**src/rename_pkg.sv**
```systemverilog
package rename_pkg;

    localparam int NUM_ISA_REGISTERS  = 32;
    localparam int NUM_PHYS_REGISTERS = 64;
    localparam int NUM_CHECKPOINTS    = 4;
    localparam int NUM_SCALAR_WB      = 2;
    localparam int NUM_COMMIT         = 2;

    typedef logic [$clog2(NUM_ISA_REGISTERS)-1:0]  reg_t;
    typedef logic [$clog2(NUM_PHYS_REGISTERS)-1:0] phreg_t;
    typedef logic [$clog2(NUM_CHECKPOINTS)-1:0]    checkpoint_ptr;

    // One bit wider than the label so a full ring can be counted
    typedef logic [$clog2(NUM_CHECKPOINTS):0]      checkpoint_cnt_t;

    typedef struct packed {
        logic valid;
        reg_t rs1;
        reg_t rs2;
        reg_t rd;
        logic use_rs1;
        logic use_rs2;
        logic write_rd;
        logic do_checkpoint;    // Snapshot taken after this rename
    } rename_req_t;

    typedef struct packed {
        logic          valid;
        phreg_t        src1;
        logic          rdy1;
        phreg_t        src2;
        logic          rdy2;
        phreg_t        new_dst;
        phreg_t        old_dst;
        checkpoint_ptr checkpoint;
    } rename_rsp_t;

    typedef struct packed {
        logic   ready;
        reg_t   vaddr;
        phreg_t paddr;
    } wb_t;

    typedef struct packed {
        logic   write_dst;
        reg_t   old_dst;        // Architectural destination
        phreg_t new_dst;
        phreg_t free_reg;       // Previous mapping, goes back to the free list
    } commit_t;

    typedef struct packed {
        logic          recover_commit;
        logic          do_recover;
        logic          delete_checkpoint;
        checkpoint_ptr recover_checkpoint;
    } recovery_t;

endpackage

```
**src/rename_free_list.sv**
```systemverilog
`timescale 1ns/100ps

module rename_free_list import rename_pkg::*; (
    input  logic                     clk_i,
    input  logic                     rstn_i,
    input  logic                     alloc_i,             // Pop the head entry
    input  commit_t [NUM_COMMIT-1:0] release_i,
    input  recovery_t                recovery_i,
    input  logic                     checkpoint_i,        // Checkpoint granted last cycle
    input  checkpoint_ptr            checkpoint_label_i,
    output phreg_t                   new_dst_o,
    output logic                     empty_o
);

    typedef logic [$clog2(NUM_PHYS_REGISTERS)-1:0] fl_ptr_t;

    phreg_t                queue_q [NUM_PHYS_REGISTERS];
    fl_ptr_t               saved_head_q [NUM_CHECKPOINTS];
    fl_ptr_t               head_q, head_d;
    fl_ptr_t               tail_q, tail_d;
    fl_ptr_t               restore_head;
    fl_ptr_t               wr_ptr [NUM_COMMIT];
    logic [NUM_COMMIT-1:0] push_en;

    // Released registers are packed at the tail in port order
    always_comb begin
        tail_d = tail_q;
        for (int i = 0; i < NUM_COMMIT; i++) begin
            push_en[i] = release_i[i].write_dst & (release_i[i].old_dst != '0) &
                         ~recovery_i.recover_commit;
            wr_ptr[i]  = tail_d;
            tail_d     = tail_d + fl_ptr_t'(push_en[i]);
        end
    end

    // The snapshot is written one cycle late, so bypass it for an immediate recover
    assign restore_head = (checkpoint_i && checkpoint_label_i == recovery_i.recover_checkpoint) ?
                          head_q : saved_head_q[recovery_i.recover_checkpoint];

    always_comb begin
        head_d = head_q;
        if (recovery_i.recover_commit) begin
            // Only the committed mappings stay allocated
            head_d = tail_q - fl_ptr_t'(NUM_ISA_REGISTERS);
        end else if (recovery_i.do_recover) begin
            head_d = restore_head;
        end else if (alloc_i) begin
            head_d = head_q + fl_ptr_t'(1);
        end
    end

    always_ff @(posedge clk_i, negedge rstn_i) begin
        if (!rstn_i) begin
            head_q <= '0;
            tail_q <= fl_ptr_t'(NUM_ISA_REGISTERS);     // Entries 0..31 hold p32..p63
            for (int i = 0; i < NUM_PHYS_REGISTERS; i++) begin
                queue_q[i] <= phreg_t'(i + NUM_ISA_REGISTERS);
            end
        end else begin
            head_q <= head_d;
            tail_q <= tail_d;
            for (int i = 0; i < NUM_COMMIT; i++) begin
                if (push_en[i]) begin
                    queue_q[wr_ptr[i]] <= release_i[i].free_reg;
                end
            end
        end
    end

    // Head already includes the pop of the checkpointing instruction
    always_ff @(posedge clk_i) begin
        if (checkpoint_i) begin
            saved_head_q[checkpoint_label_i] <= head_q;
        end
    end

    assign new_dst_o = queue_q[head_q];
    assign empty_o   = (head_q == tail_q);

endmodule

```
**config.mk**
```make
export PLATFORM = sky130hd
export DESIGN_NAME = rename_free_list
export DESIGN_NICKNAME = d
export VERILOG_FILES = /design/src/rename_pkg.sv /design/src/rename_free_list.sv
export SDC_FILE = /design/constraint.sdc
export NUM_CORES = 1
export LEC_CHECK = 0
export ABC_AREA = 0
export BUFFER_PORTS_ARGS = -buffer_cell sky130_fd_sc_hd__buf_2
export CAP_MARGIN = 25
export CORE_ASPECT_RATIO = 1.75
export CORE_MARGIN = 5
export CORE_UTILIZATION = 50
export DETAILED_ROUTE_END_ITERATION = 10
export PLACE_DENSITY = 0.72
export SKIP_LAST_GASP = 1
export SLEW_MARGIN = 20
export SYNTH_ARGS = -nofsm -noshare
export SYNTH_HDL_FRONTEND = slang
export SYNTH_SLANG_ARGS = --single-unit
```
**constraint.sdc**
```tcl
create_clock -name clk_i -period 3.7 [get_ports clk_i]
set_clock_uncertainty 0.1 [all_clocks]
set_input_delay 0.185 -clock clk_i [delete_from_list [all_inputs] [get_ports clk_i]]
set_output_delay 0.185 -clock clk_i [all_outputs]
set_load 0.05 [all_outputs]
```
; ---- After elaboration in Yosys (flattened, before gate mapping)
; Memory sizes are Yosys's and may differ from the RTL's.
; Cells that the tools add are included.
[op_classes]
add_sub_neg = 4
multipliers = 0
div_mod_pow = 0
magnitude_cmp = 5
eq_ne = 3
shift = 0
mux = 17
n_bitwise = 8
reduce_logical = 7
[op_table]
columns = operator, count
row1 = bitwise mux 384 bit, 2
row2 = 2-to-1 mux 384 bit, 2
row3 = demux 6 bit (select 6 bit), 2
row4 = 2-to-1 mux 6 bit, 8
row5 = binary-select mux 6 bit (select 6 bit), 1
row6 = ">= comparator 7 bit, second input constant", 3
row7 = NOT 6 -> 7 bit, 3
row8 = "less-than comparator 7 x 1 -> 1 bit, second input constant", 2
row9 = adder 6 x 1 -> 6 bit, 2
row10 = nonzero test 5 bit, 2
row11 = "adder 6 x 1 -> 6 bit, second input constant", 1
row12 = equality test 6 bit, 1
row13 = "subtractor 6 bit, second input constant", 1
row14 = bitwise AND 1 bit, 4
row15 = logical AND 1 bit, 3
row16 = "inequality test 3 bit, second input constant", 1
row17 = nonzero test 3 bit, 1
row18 = equality test 2 bit, 1
row19 = 2-to-1 mux 1 bit, 2
row20 = AND reduction 2 bit, 1
row21 = NOT 1 bit, 1
[word_totals]
regBits = 396
latch_bits = 0
ramBits = 24
rom_bits = 0
input_bits = 47
output_inout_bits = 7
word_cells = 111
memories = 1
[memory_table]
columns = name, words, width, rd, rd_ports_with_merged_regs, wr, line_no
row1 = saved_head_q, 4, 6, 1, 0, 1, rename_free_list.sv:18  ; fl_ptr_t saved_head_q [NUM_CHECKPOINTS];

; ---- Depth between registers and ports, before layout
; Gate-level depths: netlist of the first run.
[logic_depth]
word_depth = 11
depth_mapped = 12
depth_no_buf = 9

; ---- Worst setup path before layout of the first run
; No wires, ideal clock.
[synth_path]
kind = register to output
from = reg head_q[0]
to = out new_dst_o[1]
arrival_ns = 3.097
required_time_ns = 3.415
path_slack_ns = 0.318
path_stages_with_launch = 9
n_path_buf = 3
cell_sequence = dfrtp_1 > buf_4 > buf_4 > or3b_2 > clkbuf_1 > o22ai_1 > a211oi_1 > a221oi_1 > a21boi_0
[synth_via]
elab_chain_cells = 4
[synth_lines]
columns = element, line_no
row1 = from (decl), rename_free_list.sv:19  ; fl_ptr_t head_q, head_d;
row2 = from (signal assigned), rename_free_list.sv:54  ; head_q <= '0;
row3 = from (signal assigned), rename_free_list.sv:60  ; head_q <= head_d;
row4 = NOT 6 -> 7 bit (not written as such), rename_free_list.sv:77  ; assign new_dst_o = queue_q[head_q];
row5 = binary-select mux 6 bit (select 6 bit), rename_free_list.sv:77
row6 = 2-to-1 mux 6 bit (not written as such) (2 in series), rename_free_list.sv:77
row7 = to (decl), rename_free_list.sv:11  ; output phreg_t new_dst_o,
; Every way passes these cells. The select of a mux whose other input is x is not followed.

; ---- Final worst setup path of the first run
[layout_path]
from = reg head_q[0]
to = out new_dst_o[5]
; Same word-level chain as after synthesis.

==> results of run 1 <==
[final cells by class]
cell class | count | area (um2) | area share (%)
Clock buffer | 58 | 1180 | 4.28
Clock inverter | 13 | 196 | 0.712
Inverter | 7 | 26.3 | 0.0952
Multi-Input combinational cell | 1302 | 13300 | 48.1
Sequential cell | 420 | 10900 | 39.4
Tap cell | 660 | 826 | 2.99
Timing Repair Buffer | 151 | 1220 | 4.41
[cell families (layout without fill, tap and decap cells)]
logic type / count (synthesis) / after routing / share of synthesized area, %
adder cells (fa/ha/maj): 6 / 6 / 0.302
flip-flops: 420 / 420 / 43.8
buffers and inverters: 174 / 229 / 2.86
AO/OA/AOI/OAI: 139 / 139 / 3.92
XOR/XNOR: 18 / 18 / 0.665
AND/OR/NAND/NOR: 261 / 261 / 5.36
multiplexers: 878 / 878 / 43.1
[synthesized netlist by cell type, types with 2 or more instances]
| cell type | instances | share of area [%] |
|---|---|---|
| nor3_2 | 4 | 0.16 |
| nand2b_1 | 8 | 0.20 |
| and2_1 | 8 | 0.20 |
| nor2_2 | 8 | 0.20 |
| xor2_1 | 4 | 0.14 |
| a2111oi_4 | 2 | 0.22 |
| xnor2_1 | 13 | 0.46 |
| a21o_1 | 3 | 0.091 |
| mux2i_1 | 85 | 3.4 |
| dfrtp_1 | 203 | 20 |
| a22oi_1 | 4 | 0.12 |
| a211oi_1 | 15 | 0.45 |
| a22o_1 | 6 | 0.21 |
| a21boi_0 | 3 | 0.091 |
| buf_1 | 10 | 0.15 |
| edfxtp_1 | 24 | 2.9 |
| nand2_1 | 70 | 1.1 |
| nor2b_1 | 4 | 0.10 |
| inv_1 | 7 | 0.11 |
| nor2_1 | 63 | 0.95 |
| o22ai_1 | 11 | 0.28 |
| nor4_1 | 32 | 0.81 |
| a21oi_1 | 36 | 0.73 |
| mux2_2 | 707 | 32 |
| or3_1 | 13 | 0.33 |
| nand3b_1 | 2 | 0.060 |
| nand3_1 | 16 | 0.32 |
| o21ai_0 | 19 | 0.38 |
| clkbuf_1 | 127 | 1.9 |
| nor3_1 | 14 | 0.28 |
| buf_4 | 8 | 0.24 |
| mux4_2 | 82 | 7.4 |
| o211ai_1 | 8 | 0.24 |
| nor4b_2 | 2 | 0.12 |
| and3_1 | 5 | 0.13 |
| a221oi_1 | 18 | 0.63 |
| mux2_1 | 4 | 0.18 |
| dfstp_2 | 193 | 20 |
| nand4_1 | 5 | 0.13 |
| a31oi_1 | 3 | 0.076 |
| buf_2 | 22 | 0.44 |
| ha_1 | 6 | 0.30 |
[power by group]
part,switching [uW],internal (uW)
registers,956,6480
clock network,1810,2570
logic,3440,3520
[metrics by stage]
step	power (uW)	worst slack, ns	cell area (um2)	hold slack (ns)	setup TNS (ns)
2_1_floorplan	12100	0.318	24800	-0.211	0
3_3_place_gp	13900	0.154	26000	0.169	0
5_1_grt	19500	-0.0198	27600	0.0271	-0.0492
3_5_place_dp	14300	0.116	26100	0.179	0
6_report	18800	-0.0134	27600	0.0119	-0.0134
4_1_cts	18700	0.0148	27500	0.00431	0
[critical path, delay by kind of cell, from the launching register on]
family,cells,cell delay (ns)
compound gates,4,1.20
buf+inv,2,0.49
flops,1,0.63
simple gates,1,0.57
[routing by layer]
| layer | GRT usage (%) | routed length (um) | share of wire (%) | vias up |
|---|---|---|---|---|
| li1 | - | - | - | 7148 |
| met1 | 29.3 | 25500 | 35 | 8555 |
| met2 | 47.0 | 38000 | 52 | 638 |
| met3 | 3.22 | 3340 | 4.6 | 258 |
| met4 | 18.6 | 6050 | 8.3 | 0 |
| met5 | 0 | 0 | 0 | - |
[flip-flops by register name, summed over array words and instances, names as in the netlist]
signal / count
saved_head_q: 24
tail_q: 6
queue_q: 384
head_q: 6
[layout by cell type (no fill, tap or decap), types with 9 or more instances in the layout]
cell type	instances
mux2_2	707
nor4_1	32
buf_2	40
o21ai_0	17
a221oi_1	15
a211oi_1	15
clkbuf_16	42
mux2i_1	85
dfstp_2	193
dfrtp_1	200
edfxtp_1	24
nand2_1	70
o22ai_1	11
nor3_1	14
buf_4	92
clkbuf_8	9
a21oi_1	36
nor2_1	63
nand3_1	16
xnor2_1	13
or3_1	13
mux4_2	82
[path summary, 6_finish.rpt]
check	depth (start not counted)	slack, ns	to
hold reg to reg	2	0.47	queue_q[228]$_DFF_PN1_
min in group asynchronous	2	0.17	queue_q[253]$_DFF_PN0_
setup reg to reg	7	0.39	queue_q[178]$_DFF_PN0_
hold / removal	2	0.01	saved_head_q[2][2]$_DFFE_PP_
max in group asynchronous	3	2.27	queue_q[367]$_DFF_PN1_
setup / recovery	7	-0.01	new_dst_o[5]
[what timing repair did]
item	CTS	global route
setup buffers	1	0
endpoints found under the hold margin	50	1
gates resized for setup	6	3
cloned	0	1
pin swaps	0	0
hold buffers	2	2
endpoints found under the setup margin	6	5
==> summary.md, run 1 <==
| Metric | Value |
|---|---|
| Post-Syn Area per Cell | `13.1 um2` |
| Detail Route Antenna Nets | `0` |
| Synthesized flop and latch total | `420` |
| CTS root buf | `clkbuf_16` |
| Fillers | `4012` |
| Min-delay src | `checkpoint_label_i[0]` |
| PortBufs | `40` |
| Final hold violations | `0` |
| Post-Synthesis Net Count | `1949` |
| Fin crit period | `3.71 ns` |
| Core footprint | `0.0495 mm2` |
| Pin count of the biggest net entering global routing | `94` |
| Critical Path Max Stage Delay | `0.63 ns` |
| DR vias/cell | `6.36` |
| Status | `complete, but fails checks` |
| Vias in the first global route | `18020` |
| Starting density of the core | `50.2%` |
| Hold Crit Class | `in2reg` |
| Yosys cell types | `61` |
| Crit path max-delay cell type | `dfrtp_4` |
| Ys Warns | `0` |
| Final Max Slew Viols | `0` |
| Die Ht | `305 um` |
| Max_cap viols | `0` |
| Final setup violating endpoints | `1` |
| Worst vdd ir | `0.323 mV` |
| CTS Sinks | `420` |
| Routed via count | `16599` |
| Gr usage total | `26.6%` |
| # DRC | `0` |
| N_diodes | `0` |
| Avg WL per Cell | `27.9 um` |
| Final nets | `1974` |
| Post-Route Utilization | `55.8%` |
| Cell Count, Final, Fillers Out | `2611` |
| Fmax | `269 MHz` |
| Dominant synthesized flop cell | `dfrtp_1` |
| Placed Cells | `2530` |
| TritonCTS clock tree | `yes` |
| Fin crit share | `100%` |
| Final worst slack | `-0.0134 ns` |
| Initial antenna violation count | `0` |
| Synthesized area | `0.0248 mm2` |
| Cells after synthesis | `1896` |
| Post-synth EDFFs | `24` |
| CP cell instances | `or3b_4, o22ai_1, a211oi_1, buf_4, a221oi_1, a21boi_0, buf_2` |
| Reg clk slew, reported paths | `0.07 ns` |
| Total CTS buffers | `39` |
| Critical path class | `reg2out` |
| Row count | `108` |
| Clock latency on the worst-skew pair | `0.53 ns` |
| Crit path from | `head_q[0]$_DFFE_PN0P_` |
| RSZ-0062 raised after global routing | `true` |
| Layout cells sized above 1 | `62.7%` |
| Routed WL | `72900 um` |
| CTS max path bufs | `3` |
| HPWL after DPL | `49300 um` |
| DR iter-0 viols | `1307` |
| Area grow syn2layout | `11.2%` |
| Critical Path AT | `3.43 ns` |
| P_leak | `0.0119 uW` |
| GPL Wtd Cong | `0.970` |
| Slew headroom | `33.5%` |
| Die Wd | `178 um` |
| Die area | `0.0544 mm2` |
| Top Ports | `54` |
| Worst Tran Pin Value | `0.996 ns` |
| Crit-path max FO | `16` |
| Post-synthesis sequential area ratio | `43.8%` |
| Reg2reg start | `tail_q[0]$_DFF_PN0_` |
| Async SR Flop Fraction | `94.3%` |
| DRT Pass-1 Iters | `6` |
| Crit start category | `flop` |
| H-tree levels | `2` |
| Critical path capture point type | `primary output` |
| PD cells | `680 mW/mm2` |
| Total grt overflow | `0` |
| First-pass GRT wire length | `110000 um` |
| Violated checks | `negative setup slack` |
| WP data required | `3.41 ns` |
Note: power is estimated with default switching activity, not from simulation.
==> inputs of run 2 (changes only) <==
RECOVER_POWER = 25   (was default)
==> summary.md, run 2 (synthesis gave the netlist of run 1 again) <==
| Metric | Value |
|---|---|
| Status | `complete, but fails checks (unchanged)` |
| Violated checks | `max-capacitance violations, max-slew violations, negative setup slack (was negative setup slack)` |
| Routed via count | `16596 (was 16599)` |
| Commonest non-fill, non-tap cell in the layout | `mux2_2 (unchanged)` |
| Final worst slack | `-0.0253 ns (was -0.0134 ns)` |
| Row count | `108 (unchanged)` |
| Top Ports | `54 (unchanged)` |
| Most frequent cells in the layout | `mux2_2 (707), dfrtp_1 (200), dfstp_2 (193) (unchanged)` |
| Max_cap viols | `1 (was 0)` |
| Gr usage total | `26.6% (unchanged)` |
| Largest reg by FF count | `queue_q (unchanged)` |
| PD cells | `681 mW/mm2 (was 680 mW/mm2)` |
| Vias in the first global route | `18020 (unchanged)` |
| Register-to-Register Path Depth | `7 (unchanged)` |
| Critical Path AT | `3.44 ns (was 3.43 ns)` |
| Core footprint | `0.0495 mm2 (unchanged)` |
| HPWL after DPL | `49300 um (unchanged)` |
| Final setup violating endpoints | `1 (unchanged)` |
| Non-Filler Cell Area, Final | `0.0276 mm2 (about the same)` |
| Pin count of the biggest net entering global routing | `94 (unchanged)` |
| WP data required | `3.41 ns (about the same)` |
| Detail Route Antenna Nets | `0 (unchanged)` |
| Total grt overflow | `0 (unchanged)` |
| Initial antenna violation count | `0 (unchanged)` |
| CTS root buf | `clkbuf_16 (unchanged)` |
| Slew headroom | `-63.9% (was 33.5%)` |
| PortBufs | `40 (unchanged)` |
| Starting density of the core | `50.2% (unchanged)` |
| Max reg flops | `384 (unchanged)` |
| Avg WL per Cell | `27.9 um (about the same)` |
| Crit-path max FO | `16 (unchanged)` |
| Crit start category | `flop (unchanged)` |
| Die area | `0.0544 mm2 (unchanged)` |
| DRT Pass-1 Iters | `7 (was 6)` |
| Total CTS buffers | `39 (unchanged)` |
| P_leak | `0.0118 uW (was 0.0119 uW)` |
| Post-Route Utilization | `55.7% (was 55.8%)` |
| H-tree levels | `2 (unchanged)` |
| Reg clk slew, reported paths | `0.07 ns (about the same)` |
| Final Max Slew Viols | `93 (was 0)` |
| Final nets | `1974 (unchanged)` |
| Critical path capture point type | `primary output (unchanged)` |
| Clock latency on the worst-skew pair | `0.54 ns (was 0.53 ns)` |
| DR iter-0 viols | `1236 (was 1307)` |
| CP delay by family, top | `compound AO/OA/AOI/OAI gates (unchanged)` |
| Die Wd | `178 um (unchanged)` |
| RSZ-0062 raised after global routing | `true (unchanged)` |
| CP cell instances | `or3b_4, o22ai_1, a211oi_1, buf_4, a221oi_1, a21boi_0, buf_2 (unchanged)` |
| Routed WL | `72800 um (was 72900 um)` |
| Largest regs | `queue_q (384), saved_head_q (24) (unchanged)` |
| Placed inst area | `0.0261 mm2 (unchanged)` |
| TritonCTS clock tree | `yes (unchanged)` |
| GPL Wtd Cong | `0.970 (unchanged)` |
| Worst Tran Pin Value | `2.46 ns (was 0.996 ns)` |
| Hold Path Cell Cnt | `2 (unchanged)` |
| Fin crit period | `3.73 ns (was 3.71 ns)` |
| Final hold violations | `0 (unchanged)` |
| Fmax | `268 MHz (was 269 MHz)` |
| CTS max path bufs | `3 (unchanged)` |
| Fin crit share | `101% (was 100%)` |
| Die Ht | `305 um (unchanged)` |
| WP buf/inv | `2 (unchanged)` |
| First-pass GRT wire length | `110000 um (unchanged)` |
| # DRC | `0 (unchanged)` |
| Hold Crit Class | `in2reg (unchanged)` |
| Critical path class | `reg2out (unchanged)` |
| Crit path max-delay cell type | `dfrtp_4 (unchanged)` |
| Layout cells sized above 1 | `62.6% (was 62.7%)` |
| Fillers | `4016 (was 4012)` |
| Worst vdd ir | `0.323 mV (about the same)` |
| Crit path depth | `7 (unchanged)` |
| DR vias/cell | `6.35 (was 6.36)` |
| Critical Path Max Stage Delay | `0.63 ns (about the same)` |
| Setup TNS | `-0.0253 ns (was -0.0134 ns)` |
| Area grow syn2layout | `11.0% (was 11.2%)` |
| CTS Sinks | `420 (unchanged)` |
[run 2: cell count changes in the layout (fill, tap and decap cells not counted), sizes merged]
cell and change:
clkbuf +6, buf -6, diode +1
[run 2: worst paths after layout]
kind | startpoint | endpoint | slack, ns
max in group asynchronous | rstn_i | head_q[0]$_DFFE_PN0P_ | 0.48
setup / recovery | head_q[0]$_DFFE_PN0P_ | new_dst_o[5] | -0.03
min in group asynchronous | rstn_i | queue_q[253]$_DFF_PN0_ | 0.81
hold / removal | checkpoint_label_i[0] | saved_head_q[2][2]$_DFFE_PP_ | 0.009
hold reg to reg | queue_q[223]$_DFF_PN1_ | queue_q[223]$_DFF_PN1_ | 0.47
setup reg to reg | tail_q[0]$_DFF_PN0_ | queue_q[178]$_DFF_PN0_ | 0.37
[run 2: layout make-up]
type	count	area (um2)	share of cell area (%)
tap	660	826	3.00
inverter	7	26.3	0.0954
multi-input combinational	1302	13300	48.2
timing repair buffer	151	1170	4.23
clock buffer	58	1180	4.29
clock inverter	13	196	0.713
antenna	1	2.50	0.00908
sequential	420	10900	39.5
[run 2: what timing repair did]
item,in CTS,in global routing
resized for setup,6,3
endpoints found under the setup margin,6,5
hold endpoints to repair,50,1
hold buffers,2,2
buffers inserted,1,0
gates cloned,0,1
[run 2: power by group]
| group | internal, uW | switching (uW) | leakage [uW] |
|---|---|---|---|
| Combinational | 3520 | 3430 | 0.00626 |
| Clock | 2570 | 1810 | 0.000677 |
| Sequential | 6480 | 953 | 0.00490 |
| Total | 12600 | 6200 | 0.0118 |
[run 2: through the flow]
| step | worst slack [ns] | hold slack (ns) | std cells | total power [uW] |
|---|---|---|---|---|
| final | -0.0253 | 0.00857 | 2612 | 18800 |
| after global placement | 0.154 | 0.169 | 2527 | 13900 |
| after CTS | 0.0148 | 0.00431 | 2604 | 18700 |
| after detailed placement | 0.116 | 0.179 | 2530 | 14300 |
| after floorplan | 0.318 | -0.211 | 1896 | 12100 |
| after global routing | -0.0198 | 0.0271 | 2611 | 19500 |
[run 2: metal layers]
layer | wire length [um] | up-vias | global-route usage (%) | share of wire (%)
met1 | 25400 | 8554 | 29.3 | 35
met4 | 6050 | 0 | 18.6 | 8.3
met5 | 0 | - | 0 | 0
met3 | 3330 | 266 | 3.22 | 4.6
met2 | 38000 | 624 | 47.0 | 52
li1 | - | 7152 | - | -
